File: config.mk
export PLATFORM = sky130hd
export DESIGN_NAME = rs_alu
export DESIGN_NICKNAME = d
export VERILOG_FILES = /design/src/logic/rs_pkg.sv /design/src/logic/rs_alu.sv /design/src/logic/rs_select.sv /design/src/logic/rs_entry_array.sv /design/src/logic/rs_wakeup.sv /design/src/logic/rs_alloc_ctrl.sv
export SDC_FILE = /design/constraint.sdc
export NUM_CORES = 1
export LEC_CHECK = 0
export ABC_AREA = 1
export BUFFER_PORTS_ARGS = -buffer_cell sky130_fd_sc_hd__buf_2
export CAP_MARGIN = 0
export CORE_ASPECT_RATIO = 0.5
export CORE_MARGIN = 2
export CORE_UTILIZATION = 40
export DETAILED_ROUTE_END_ITERATION = 8
export PLACE_DENSITY = 0.6
export SETUP_SLACK_MARGIN = 0.2
export SLEW_MARGIN = 10
export SYNTH_ARGS = -nofsm -noshare
export SYNTH_HDL_FRONTEND = slang
export SYNTH_HIERARCHICAL = 1
export SYNTH_SLANG_ARGS = --single-unit
export TNS_END_PERCENT = 5
File: constraint.sdc
create_clock -name clk -period 12.9 [get_ports clk]
set_input_delay 1.935 -clock clk [delete_from_list [all_inputs] [get_ports clk]]
set_output_delay 1.935 -clock clk [all_outputs]
set_load 0.005 [all_outputs]
File: src/logic/rs_pkg.sv
package rs_pkg;

	//////////////////////////////////////////////////////////////////////
	// Widths
	//////////////////////////////////////////////////////////////////////

	localparam int PREG_W = 6;	// Physical register tag
	localparam int ROB_W  = 4;	// Reorder buffer index
	localparam int PC_W   = 32;
	localparam int IMM_W  = 16;

	// Execute control codes, carried through the station untouched
	typedef enum logic [7:0] {
		ALU_ADD = 8'h00,
		ALU_SUB = 8'h01,
		ALU_AND = 8'h02,
		ALU_OR  = 8'h03,
		ALU_XOR = 8'h04,
		ALU_SLT = 8'h05,
		ALU_SLL = 8'h06,
		ALU_SRL = 8'h07
	} alu_op_e;

	//////////////////////////////////////////////////////////////////////
	// Structs
	//////////////////////////////////////////////////////////////////////

	typedef struct packed {
		logic [PC_W-1:0]   pc;
		logic [ROB_W-1:0]  rob_id;
		alu_op_e           op;
		logic [IMM_W-1:0]  imm;
		logic [PREG_W-1:0] p_rs;	// Source 1 tag
		logic [PREG_W-1:0] p_rt;	// Source 2 tag
		logic [PREG_W-1:0] p_rd;	// Destination, becomes the CDB tag
	} rs_payload_t;

	typedef struct packed {
		rs_payload_t payload;
		logic        rs_rdy;	// From PRF valid array
		logic        rt_rdy;
		logic        rs_read;	// Operand used at all
		logic        rt_read;
	} rs_dispatch_t;

	typedef struct packed {
		logic              valid;
		logic [PREG_W-1:0] tag;
	} cdb_t;

endpackage
File: src/logic/rs_alu.sv
module rs_alu #(
	parameter int DEPTH = 8
) (
	input  logic                 clk,
	input  logic                 rst,
	input  logic                 alloc_en,	// From decode
	input  rs_pkg::rs_dispatch_t dispatch,
	input  rs_pkg::cdb_t         cdb,
	input  logic                 stall,	// From execute
	output logic                 issue_valid,
	output rs_pkg::rs_payload_t  issue,
	output logic                 full	// To decode
);

	localparam int IDX_W = $clog2(DEPTH);

	logic                                  alloc_accept;
	logic [IDX_W-1:0]                      alloc_slot;
	logic                                  issue_fire;
	logic [IDX_W-1:0]                      issue_idx;
	logic [DEPTH-1:0]                      rs_hit;
	logic [DEPTH-1:0]                      rt_hit;
	logic                                  in_rs_hit;
	logic                                  in_rt_hit;
	logic [DEPTH-1:0]                      entry_valid;
	logic [DEPTH-1:0]                      entry_rs_rdy;
	logic [DEPTH-1:0]                      entry_rt_rdy;
	rs_pkg::rs_payload_t [DEPTH-1:0]       entry_payload;
	logic [DEPTH-1:0][rs_pkg::PREG_W-1:0]  entry_p_rs;
	logic [DEPTH-1:0][rs_pkg::PREG_W-1:0]  entry_p_rt;

	// Source tags of each held entry, for the CDB compare
	genvar g;
	generate
		for (g = 0; g < DEPTH; g++) begin : g_tags
			assign entry_p_rs[g] = entry_payload[g].p_rs;
			assign entry_p_rt[g] = entry_payload[g].p_rt;
		end
	endgenerate

	rs_alloc_ctrl #(.DEPTH(DEPTH)) u_alloc_ctrl (
		.clk(clk), .rst(rst), .alloc_en(alloc_en), .issue_fire(issue_fire),
		.alloc_accept(alloc_accept), .alloc_slot(alloc_slot), .full(full)
	);

	rs_wakeup #(.DEPTH(DEPTH)) u_wakeup (
		.cdb(cdb), .entry_p_rs(entry_p_rs), .entry_p_rt(entry_p_rt),
		.in_p_rs(dispatch.payload.p_rs), .in_p_rt(dispatch.payload.p_rt),
		.rs_hit(rs_hit), .rt_hit(rt_hit), .in_rs_hit(in_rs_hit), .in_rt_hit(in_rt_hit)
	);

	rs_entry_array #(.DEPTH(DEPTH)) u_entry_array (
		.clk(clk), .rst(rst), .alloc_accept(alloc_accept), .alloc_slot(alloc_slot),
		.dispatch(dispatch), .in_rs_hit(in_rs_hit), .in_rt_hit(in_rt_hit),
		.rs_hit(rs_hit), .rt_hit(rt_hit), .issue_fire(issue_fire), .issue_idx(issue_idx),
		.entry_valid(entry_valid), .entry_rs_rdy(entry_rs_rdy),
		.entry_rt_rdy(entry_rt_rdy), .entry_payload(entry_payload)
	);

	rs_select #(.DEPTH(DEPTH)) u_select (
		.entry_valid(entry_valid), .entry_rs_rdy(entry_rs_rdy),
		.entry_rt_rdy(entry_rt_rdy), .entry_payload(entry_payload), .stall(stall),
		.issue_fire(issue_fire), .issue_idx(issue_idx),
		.issue_valid(issue_valid), .issue(issue)
	);

endmodule

File: src/logic/rs_select.sv
module rs_select #(
	parameter int DEPTH = 8
) (
	input  logic [DEPTH-1:0]                    entry_valid,
	input  logic [DEPTH-1:0]                    entry_rs_rdy,
	input  logic [DEPTH-1:0]                    entry_rt_rdy,
	input  rs_pkg::rs_payload_t [DEPTH-1:0]     entry_payload,
	input  logic                                stall,
	output logic                                issue_fire,
	output logic [$clog2(DEPTH)-1:0]            issue_idx,
	output logic                                issue_valid,
	output rs_pkg::rs_payload_t                 issue
);

	localparam int IDX_W = $clog2(DEPTH);

	logic [DEPTH-1:0] inst_rdy;	// Valid with both operands ready
	logic             any_rdy;

	assign inst_rdy = entry_valid & entry_rs_rdy & entry_rt_rdy;
	assign any_rdy  = |inst_rdy;

	//////////////////////////////////////////////////////////////////////
	// Oldest ready wins
	//////////////////////////////////////////////////////////////////////

	// Scan from the top so the lowest ready index is the last one kept
	always_comb begin
		issue_idx = '0;
		for (int i = DEPTH - 1; i >= 0; i--) begin
			if (inst_rdy[i]) begin
				issue_idx = IDX_W'(i);
			end
		end
	end

	assign issue_fire  = any_rdy && !stall;	// Stall holds everything
	assign issue_valid = issue_fire;
	assign issue       = entry_payload[issue_idx];

endmodule

File: src/logic/rs_entry_array.sv
module rs_entry_array #(
	parameter int DEPTH = 8
) (
	input  logic                                clk,
	input  logic                                rst,
	input  logic                                alloc_accept,
	input  logic [$clog2(DEPTH)-1:0]            alloc_slot,
	input  rs_pkg::rs_dispatch_t                dispatch,
	input  logic                                in_rs_hit,
	input  logic                                in_rt_hit,
	input  logic [DEPTH-1:0]                    rs_hit,
	input  logic [DEPTH-1:0]                    rt_hit,
	input  logic                                issue_fire,
	input  logic [$clog2(DEPTH)-1:0]            issue_idx,
	output logic [DEPTH-1:0]                    entry_valid,
	output logic [DEPTH-1:0]                    entry_rs_rdy,
	output logic [DEPTH-1:0]                    entry_rt_rdy,
	output rs_pkg::rs_payload_t [DEPTH-1:0]     entry_payload
);

	localparam int IDX_W = $clog2(DEPTH);

	logic in_rs_rdy;
	logic in_rt_rdy;

	// Ready at allocation when the PRF says so, when not read or when on the CDB now
	assign in_rs_rdy = dispatch.rs_rdy || !dispatch.rs_read || in_rs_hit;
	assign in_rt_rdy = dispatch.rt_rdy || !dispatch.rt_read || in_rt_hit;

	//////////////////////////////////////////////////////////////////////
	// Per-entry storage with index 0 as the oldest
	//////////////////////////////////////////////////////////////////////

	genvar g;
	generate
		for (g = 0; g < DEPTH; g++) begin : g_entry
			logic                wr;
			logic                shift;
			logic                up_valid;
			logic                up_rs_rdy;
			logic                up_rt_rdy;
			rs_pkg::rs_payload_t up_payload;
			logic                valid_r;
			logic                rs_rdy_r;
			logic                rt_rdy_r;
			rs_pkg::rs_payload_t payload_r;

			assign wr    = alloc_accept && (alloc_slot == IDX_W'(g));
			assign shift = issue_fire && (IDX_W'(g) >= issue_idx);	// Close the gap

			// Upper neighbour with its wakeup hit folded in
			if (g < DEPTH - 1) begin : g_upper
				assign up_valid   = entry_valid[g+1];
				assign up_rs_rdy  = entry_rs_rdy[g+1] | rs_hit[g+1];
				assign up_rt_rdy  = entry_rt_rdy[g+1] | rt_hit[g+1];
				assign up_payload = entry_payload[g+1];
			end else begin : g_top
				assign up_valid   = 1'b0;	// Nothing above the last slot
				assign up_rs_rdy  = 1'b0;
				assign up_rt_rdy  = 1'b0;
				assign up_payload = '0;
			end

			// Write wins over shift since an issue moves the slot to count-1
			always_ff @(posedge clk or negedge rst) begin
				if (!rst) begin
					valid_r  <= 1'b0;
					rs_rdy_r <= 1'b0;
					rt_rdy_r <= 1'b0;
				end else if (wr) begin
					valid_r  <= 1'b1;
					rs_rdy_r <= in_rs_rdy;
					rt_rdy_r <= in_rt_rdy;
				end else if (shift) begin
					valid_r  <= up_valid;
					rs_rdy_r <= up_rs_rdy;
					rt_rdy_r <= up_rt_rdy;
				end else begin
					rs_rdy_r <= rs_rdy_r | rs_hit[g];	// Wakeup in place
					rt_rdy_r <= rt_rdy_r | rt_hit[g];
				end
			end

			always_ff @(posedge clk) begin
				if (wr) begin
					payload_r <= dispatch.payload;
				end else if (shift) begin
					payload_r <= up_payload;
				end
			end

			assign entry_valid[g]   = valid_r;
			assign entry_rs_rdy[g]  = rs_rdy_r;
			assign entry_rt_rdy[g]  = rt_rdy_r;
			assign entry_payload[g] = payload_r;
		end
	endgenerate

endmodule

File: src/logic/rs_wakeup.sv
module rs_wakeup #(
	parameter int DEPTH = 8
) (
	input  rs_pkg::cdb_t                           cdb,
	input  logic [DEPTH-1:0][rs_pkg::PREG_W-1:0]   entry_p_rs,
	input  logic [DEPTH-1:0][rs_pkg::PREG_W-1:0]   entry_p_rt,
	input  logic [rs_pkg::PREG_W-1:0]              in_p_rs,
	input  logic [rs_pkg::PREG_W-1:0]              in_p_rt,
	output logic [DEPTH-1:0]                       rs_hit,
	output logic [DEPTH-1:0]                       rt_hit,
	output logic                                   in_rs_hit,
	output logic                                   in_rt_hit
);

	//////////////////////////////////////////////////////////////////////
	// Tag match against held entries
	//////////////////////////////////////////////////////////////////////

	// Hits are by position in the array as it stands this cycle.
	// Invalid slots may match; their ready bits are never looked at.
	always_comb begin
		for (int i = 0; i < DEPTH; i++) begin
			rs_hit[i] = cdb.valid && (cdb.tag == entry_p_rs[i]);
			rt_hit[i] = cdb.valid && (cdb.tag == entry_p_rt[i]);
		end
	end

	//////////////////////////////////////////////////////////////////////
	// Forwarding to the allocation in flight
	//////////////////////////////////////////////////////////////////////

	assign in_rs_hit = cdb.valid && (cdb.tag == in_p_rs);
	assign in_rt_hit = cdb.valid && (cdb.tag == in_p_rt);

endmodule

File: src/logic/rs_alloc_ctrl.sv
module rs_alloc_ctrl #(
	parameter int DEPTH = 8
) (
	input  logic                     clk,
	input  logic                     rst,
	input  logic                     alloc_en,
	input  logic                     issue_fire,
	output logic                     alloc_accept,
	output logic [$clog2(DEPTH)-1:0] alloc_slot,
	output logic                     full
);

	localparam int IDX_W = $clog2(DEPTH);
	localparam int CNT_W = $clog2(DEPTH + 1);

	logic [CNT_W-1:0] count;	// Held entries, also the first free slot
	logic [CNT_W-1:0] slot_wide;

	assign full         = (count == CNT_W'(DEPTH));
	assign alloc_accept = alloc_en && !full;	// Dropped while full

	// Array closes up by one when an issue happens in the same cycle
	assign slot_wide  = issue_fire ? count - 1'b1 : count;
	assign alloc_slot = slot_wide[IDX_W-1:0];

	always_ff @(posedge clk or negedge rst) begin
		if (!rst) begin
			count <= '0;
		end else begin
			case ({alloc_accept, issue_fire})
				2'b10:   count <= count + 1'b1;
				2'b01:   count <= count - 1'b1;
				default: count <= count;	// Idle, or one in and one out
			endcase
		end
	end

endmodule

==> metrics.md, run 1 <==
| Metric | Value |
|---|---|
| Part of the Yosys area used for sequential elements | `between 50% and 60%` |
| Die Area | `97,600 µm²` |
| Crit path DAT | `between 4 and 5 ns` |
| Setup tns final | `0 ns` |
| DR WL/cell | `between 15 and 20 µm` |
| R2R setup slack | `7.46 ns` |
| IO Count | `around 170` |
| Asr flop ratio synth | `4.29%` |
| Total CTS buffers | `roughly 70` |
| Chip Height | `222 µm` |
| GRT Util Overall | `a little under a quarter` |
| Die width | `440 µm` |
| Mapped Avg Cell Area | `between 7 and 8 µm²` |
| Worst setup EP type | `primary output` |
| Fill count | `between 9,000 and 10,000` |
| Total gr overflow | `0` |
| Core area | `approximately 94,000 µm²` |
| Slew Viols, Final | `0` |
| Main synth FF type | `edfxtp_1` |
| Antenna violations before repair | `2` |
| IO buf count | `around 170` |
| Synth cell count leaders | `1,627 x nand2_1, 825 x inv_1, 678 x nand3_1` |
| CP Max Fanout | `180` |
| Final worst-path setup slack | `about 6.4 ns` |
| Row count | `79` |
| RSZ-0062 raised after global routing | `false` |
| Worst slack, placed | `between 6 and 7 ns` |
| ANT cells | `0` |
| Iter 0 DRT Violations | `3,249` |
| CP Launch Type | `flip-flop` |
| Initial Utilization | `40.6%` |
| Sink Count | `652` |
| Gpl congestion | `0.842` |
| Storage cell area | `around 19,000 µm²` |
| Required time worst endpoint | `about 11 ns` |
| Clock Latency Late Sink | `~0.63 ns` |
| CTS max path bufs | `3` |
| Status | `finished, final reports clean` |
| Synth area leader | `edfxtp_1` |
| Multi-input gate area | `between 10,000 and 15,000 µm²` |
| Cts hold-fix bufs | `0` |
| CTS tree | `done` |
| Largest net degree at the start of global routing | `around 220` |
| CTS resizes | `0` |
| CP Class | `flip-flop to primary output` |
| Worst-path clk slew | `around 0.06 ns` |
| Fmax | `roughly 150 MHz` |
| Setup Buffers After CTS | `0` |
| Synth area leaders | `edfxtp_1 49%, nand2_1 16%, nand3_1 8.9%` |
| Final min period | `about 6.5 ns` |
| Via Count | `32,100` |
| Max-capacitance violation count | `0` |
| Worst-case clock skew | `about 0.021 ns` |
| Final setup vio count | `0` |
| Post-synthesis net count | `5,016` |
| Yosys top cell area share | `between 40% and 50%` |
| Cells after Synth | `approximately 4,900` |
| Number of H-tree levels | `3` |
| DR pass1 iterations | `6` |
| Area delta synth->final | `7.90%` |
| DPL Wire Length | `59.8 mm` |
| DRC Markers | `0` |
| Vias in the first global route | `around 30,000` |
| DR vias/cell | `5.19` |
| WL final | `114 mm` |
| Final worst-path cycle share | `approximately half` |
| First-pass GRT wire length | `roughly 180 mm` |
| Ratio of cells with drive above 1 in the final layout | `under 10%` |
| Syn. warnings | `6` |
| Top-count cell post-synth | `nand2_1` |
| Worst Tran Pin Value | `between 1 and 1.5 ns` |
| # nets final | `around 5,000` |
| Final Hold Vio Count | `0` |
| #FFs+latches synth | `roughly 650` |
| Unique masters post-synth | `32` |
| Root Driver | `clkbuf_16` |
| Worst min-delay path class | `flip-flop to flip-flop` |
| ANT nets after route | `0` |
| Rel. slew slack | `a little over a tenth` |
| Post-synth EDFFs | `about 620` |
| Synthesized area | `approximately 38,000 µm²` |
metal layers:
| metal | vias up | GRT usage, % | routed length (µm) |
|---|---|---|---|
| met1 | 15200 | 32.5 | 50700 |
| met5 | - | 0 | 21 |
| met4 | 4 | 6.13 | 2370 |
| met2 | 1198 | 37.6 | 52700 |
| met3 | 145 | 2.81 | 8590 |
| li1 | 15500 | - | - |
worst max-delay path, stage by stage (launching register included):
cell and delay, ns:
dfrtp_1 0.38, nand2_1 0.11, nor2_1 0.05, nand2_1 0.05
nand2_1 0.05, nand2_1 0.06, nand2_1 0.05, nand2_1 0.14
nand2_8 0.47, nand2_8 0.94, buf_12 0.66, nand2_1 0.13
nand3_1 0.11, nand2_1 0.07, nand2_1 0.07, nand2_1 0.15
buf_2 0.17
state kept, by name, summed over array words and instances (netlist names):
register / cells
u_entry_array/entry_payload: 624
u_entry_array/g_entry.rs_rdy_r: 8
u_entry_array/g_entry.rt_rdy_r: 8
u_entry_array/g_entry.up_valid: 7
u_alloc_ctrl/count: 4
u_entry_array/g_entry.valid_r: 1
area by class of cell:
cell class | instances | area share (%)
Clock buffer | 88 | 4.54
Timing Repair Buffer | 201 | 2.72
Tap cell | 1255 | 3.83
Clock inverter | 35 | 0.626
Multi-Input combinational cell | 3103 | 33.1
Sequential cell | 652 | 47.4
Inverter | 840 | 7.74
cell families after synthesis:
group	Yosys count	share of synthesized area, %
buf+inv	1165	13.5
xor+xnor	4	0.0923
simple gates	2516	27.4
fa+ha+maj	3	0.0989
flops	652	51.2
compound gates	580	7.71
worst paths after layout:
path                                                          startpoint                                             to  cells past startpoint
max reg2reg                 u_entry_array/g_entry[0].valid_r$_DFFE_PN0P_     u_entry_array/entry_payload[323]$_DFFE_PP_                     10
min reg2reg                u_entry_array/g_entry[0].up_valid$_DFFE_PN0P_  u_entry_array/g_entry[0].up_valid$_DFFE_PN0P_                      2
min                        u_entry_array/g_entry[0].up_valid$_DFFE_PN0P_  u_entry_array/g_entry[0].up_valid$_DFFE_PN0P_                      2
min in group asynchronous                                            rst              u_alloc_ctrl/count[3]$_DFFE_PN0P_                      1
max                        u_entry_array/g_entry[6].up_valid$_DFFE_PN0P_                                      issue[70]                     16
max in group asynchronous                                            rst    u_entry_array/g_entry[7].rs_rdy_r$_DFF_PN0_                      1
stage by stage:
stage | hold slack [ns] | cell area (µm²) | std cells | util (%)
floorplan | 0.476 | 38000 | 4920 | -
finish | 0.540 | 41000 | 6174 | 43.8
CTS | 0.544 | 41000 | 6174 | 43.8
detailed placement | 0.530 | 38900 | 6051 | 41.6
global placement | 0.527 | 38900 | 6051 | 41.6
global route | 0.558 | 41000 | 6174 | 43.8
cells in the final DEF (no fill, tap or decap), types with 2 or more instances in the layout:
| master | count |
|---|---|
| nand2_1 | 1619 |
| inv_1 | 825 |
| nand3_1 | 677 |
| edfxtp_1 | 624 |
| o21ai_0 | 527 |
| nor2_1 | 189 |
| buf_2 | 172 |
| clkbuf_16 | 72 |
| o21ai_1 | 29 |
| dfrtp_1 | 28 |
| buf_4 | 26 |
| clkinv_1 | 19 |
| clkbuf_1 | 16 |
| a21oi_1 | 15 |
| clkinv_2 | 10 |
| inv_2 | 8 |
| nand2_8 | 8 |
| nand2_4 | 8 |
| inv_6 | 6 |
| o21ai_2 | 6 |
| bufinv_16 | 3 |
| buf_12 | 3 |
| nand2_2 | 3 |
| xnor2_1 | 3 |
| ha_1 | 3 |
| nor2_2 | 3 |
| nor3_1 | 3 |
| clkinvlp_4 | 2 |
| nor2_4 | 2 |
| nand3_4 | 2 |
| o22ai_1 | 2 |
Power of run 1 is left out: the tool's default activity adds up to more than one toggle a clock period on the data nets, which glitch-free logic cannot reach.
==> run 2, diff against run 1 <==
--- a/config.mk
+++ b/config.mk
@@ -12,7 +12,7 @@
 export CORE_MARGIN = 2
 export CORE_UTILIZATION = 40
 export DETAILED_ROUTE_END_ITERATION = 8
-export PLACE_DENSITY = 0.6
+export PLACE_DENSITY = 0.62
 export SETUP_SLACK_MARGIN = 0.2
 export SLEW_MARGIN = 10
 export SYNTH_ARGS = -nofsm -noshare
==> constraint.sdc (replaced) <==
create_clock -name clk -period 5.48 [get_ports clk]
set_input_delay 0.822 -clock clk [delete_from_list [all_inputs] [get_ports clk]]
set_output_delay 0.822 -clock clk [all_outputs]
set_load 0.005 [all_outputs]
==> metrics.md, run 2 (same netlist as run 1, synthesis figures left out) <==
| Metric | Value |
|---|---|
| Final min period | `5.00 ns` |
| Number of H-tree levels | `3 (unchanged)` |
| Worst Tran Pin Value | `1.90 ns (was 1.34 ns)` |
| Most frequent cells in the layout | `1,619 x nand2_1, 825 x inv_1, 677 x nand3_1, 624 x edfxtp_1, 527 x o21ai_0 (unchanged)` |
| Most common cell after layout, fill and taps aside | `nand2_1 (unchanged)` |
| CTS tree | `done (unchanged)` |
| Finished Layout Cells | `6,186 (was 6,174)` |
| CP Launch Type | `flip-flop (unchanged)` |
| Rel. slew slack | `-26.9% (was 10.7%)` |
| Status | `finished with violations (was finished, final reports clean)` |
| Crit-path cells | `nand3_1, nand2_1, nand2_1, nand2_1, nand2_1, nand2_1, nand2_8, buf_12, nand3_1, nand3_1, nand2_1, nand2_1, nand2_1, buf_2 (was nand2_1, nor2_1, nand2_1, nand2_1, nand2_1, nand2_1, nand2_1, nand2_8, nand2_8, buf_12, nand2_1, nand3_1, nand2_1, nand2_1, nand2_1, buf_2)` |
| # nets final | `4,975 (was 4,963)` |
| Failing checks | `slew limit` |
| Total CTS buffers | `67 (was 69)` |
| IO buf count | `172 (unchanged)` |
| Die width | `440 µm (unchanged)` |
| WL final | `116 mm (was 114 mm)` |
| Crit path DAT | `4.18 ns (was 4.60 ns)` |
| DR vias/cell | `5.19 (about the same)` |
| Worst flop-to-flop path endpoint | `u_entry_array/entry_payload[13]$_DFFE_PP_ (was u_entry_array/entry_payload[323]$_DFFE_PP_)` |
| Critical Path Max Stage Delay | `0.52 ns (was 0.94 ns)` |
| Initial Utilization | `40.6% (unchanged)` |
| Root Driver | `clkbuf_16 (unchanged)` |
| Iter 0 DRT Violations | `3,475 (was 3,249)` |
| Reg2Reg Depth | `9 (was 10)` |
| DPL Wire Length | `62.1 mm (was 59.8 mm)` |
| Setup tns final | `0 ns (unchanged)` |
| RSZ-0062 raised after global routing | `false (unchanged)` |
| Largest net degree at the start of global routing | `229 (was 224)` |
| Max-capacitance violation count | `0 (unchanged)` |
| Area delta synth->final | `8.35% (was 7.90%)` |
| Post-Place Cells | `6,065 (was 6,051)` |
| Slew Viols, Final | `154 (was 0)` |
| Total gr overflow | `0 (unchanged)` |
| Setup Buffers After CTS | `0 (unchanged)` |
| Required time worst endpoint | `4.66 ns (was 10.97 ns)` |
| Fmax | `200 MHz` |
| Top cell family by delay on the critical path | `simple AND/OR/NAND/NOR gates (unchanged)` |
| Die Area | `97,600 µm² (unchanged)` |
| R2R setup slack | `1.10 ns (was 7.46 ns)` |
| DR pass1 iterations | `6 (unchanged)` |
| Final setup vio count | `0 (unchanged)` |
| DRC Markers | `0 (unchanged)` |
| Ratio of cells with drive above 1 in the final layout | `7.10% (was 6.85%)` |
| CTS max path bufs | `3 (unchanged)` |
| Sink Count | `652 (unchanged)` |
| CP Max Fanout | `228 (was 180)` |
| Fill count | `9,410 (was 9,421)` |
| Max reg flops | `624 (unchanged)` |
| Row count | `79 (unchanged)` |
| Clock Latency Late Sink | `0.62 ns (was 0.63 ns)` |
| GRT Util Overall | `23.1% (about the same)` |
| Buf/Inv on CP | `2 (unchanged)` |
| Worst-path clk slew | `0.06 ns (about the same)` |
| Vias in the first global route | `30,000 (about the same)` |
| CTS resizes | `0 (unchanged)` |
| CP Class | `flip-flop to primary output (unchanged)` |
| ANT nets after route | `0 (unchanged)` |
| Core area | `93,500 µm² (unchanged)` |
| Final Hold Vio Count | `0 (unchanged)` |
| CP max-delay cell | `buf_12 (was nand2_8)` |
| Cts hold-fix bufs | `0 (unchanged)` |
| Worst-case clock skew | `0.0309 ns (was 0.0211 ns)` |
| Final worst-path cycle share | `roughly 91%` |
| Worst setup EP type | `primary output (unchanged)` |
| Crit path top cell by count | `nand2_1 (unchanged)` |
| DR WL/cell | `18.7 µm (was 18.5 µm)` |
| Antenna violations before repair | `5 (was 2)` |
| Via Count | `32,100 (about the same)` |
| IO Count | `173 (unchanged)` |
| Gpl congestion | `0.830 (was 0.842)` |
| Chip Height | `222 µm (unchanged)` |
| Worst R2R Start | `u_entry_array/g_entry[0].up_valid$_DFFE_PN0P_ (was u_entry_array/g_entry[0].valid_r$_DFFE_PN0P_)` |
| Worst min-delay path class | `primary input to asynchronous set/reset pin (was flip-flop to flip-flop)` |
| First-pass GRT wire length | `176 mm (about the same)` |
[run 2: worst reg2reg max path: stages (launching register included)]
cell     delay, ns
dfrtp_1       0.37
nand3_1       0.22
nand2_1       0.27
nor2_1        0.07
a21oi_1       0.60
o21ai_0       0.36
nor2_4        0.48
nand2_8       0.45
nand2_4       0.64
buf_4         0.54
[run 2: area by class of cell]
| cell class | instances | area (µm²) | share of cell area [%] |
|---|---|---|---|
| diodes | 2 | 5.00 | 0.0122 |
| clock buffers | 82 | 1780 | 4.32 |
| clock inverters | 37 | 277 | 0.672 |
| inverters | 840 | 3170 | 7.71 |
| multi-input cells | 3103 | 13600 | 33.0 |
| flip-flops and latches | 652 | 19400 | 47.2 |
| well taps | 1255 | 1570 | 3.82 |
| repair buffers | 215 | 1350 | 3.27 |
[run 2: through the flow]
step                hold WS, ns  instance area [µm²]  setup slack [ns]  utilization, %
detailed placement        0.524                39100              1.09            41.8
global placement          0.512                39100              1.19            41.8
finish                    0.254                41100             0.482            44.0
floorplan                 0.476                38000             0.542               -
global route              0.279                41100             0.369            44.0
CTS                       0.235                41100             0.694            44.0
[run 2: worst max-delay path by stage]
stage / startpoint / endpoint / depth (start not counted)
global placement: stall / u_entry_array/entry_payload[16]$_DFFE_PP_ / 7
CTS: u_entry_array/g_entry[6].up_valid$_DFFE_PN0P_ / issue[55] / 16
global route: u_entry_array/g_entry[6].up_valid$_DFFE_PN0P_ / issue[52] / 16
detailed placement: stall / u_entry_array/entry_payload[16]$_DFFE_PP_ / 7
finish: u_entry_array/g_entry[5].up_valid$_DFFE_PN0P_ / issue[37] / 14
floorplan: u_entry_array/g_entry[0].rt_rdy_r$_DFF_PN0_ / u_entry_array/entry_payload[468]$_DFFE_PP_ / 12
[run 2: layer usage]
layer | part of all wire (%) | global-route usage (%) | routed length, µm | up-vias
li1 | - | - | - | 15500
met1 | 42 | 31.3 | 48100 | 15000
met2 | 48 | 38.7 | 54900 | 1416
met3 | 8.6 | 3.31 | 9900 | 195
met4 | 2.3 | 6.12 | 2650 | 4
met5 | 0.020 | 0 | 23 | -
Power of run 2 is left out for the same reason.
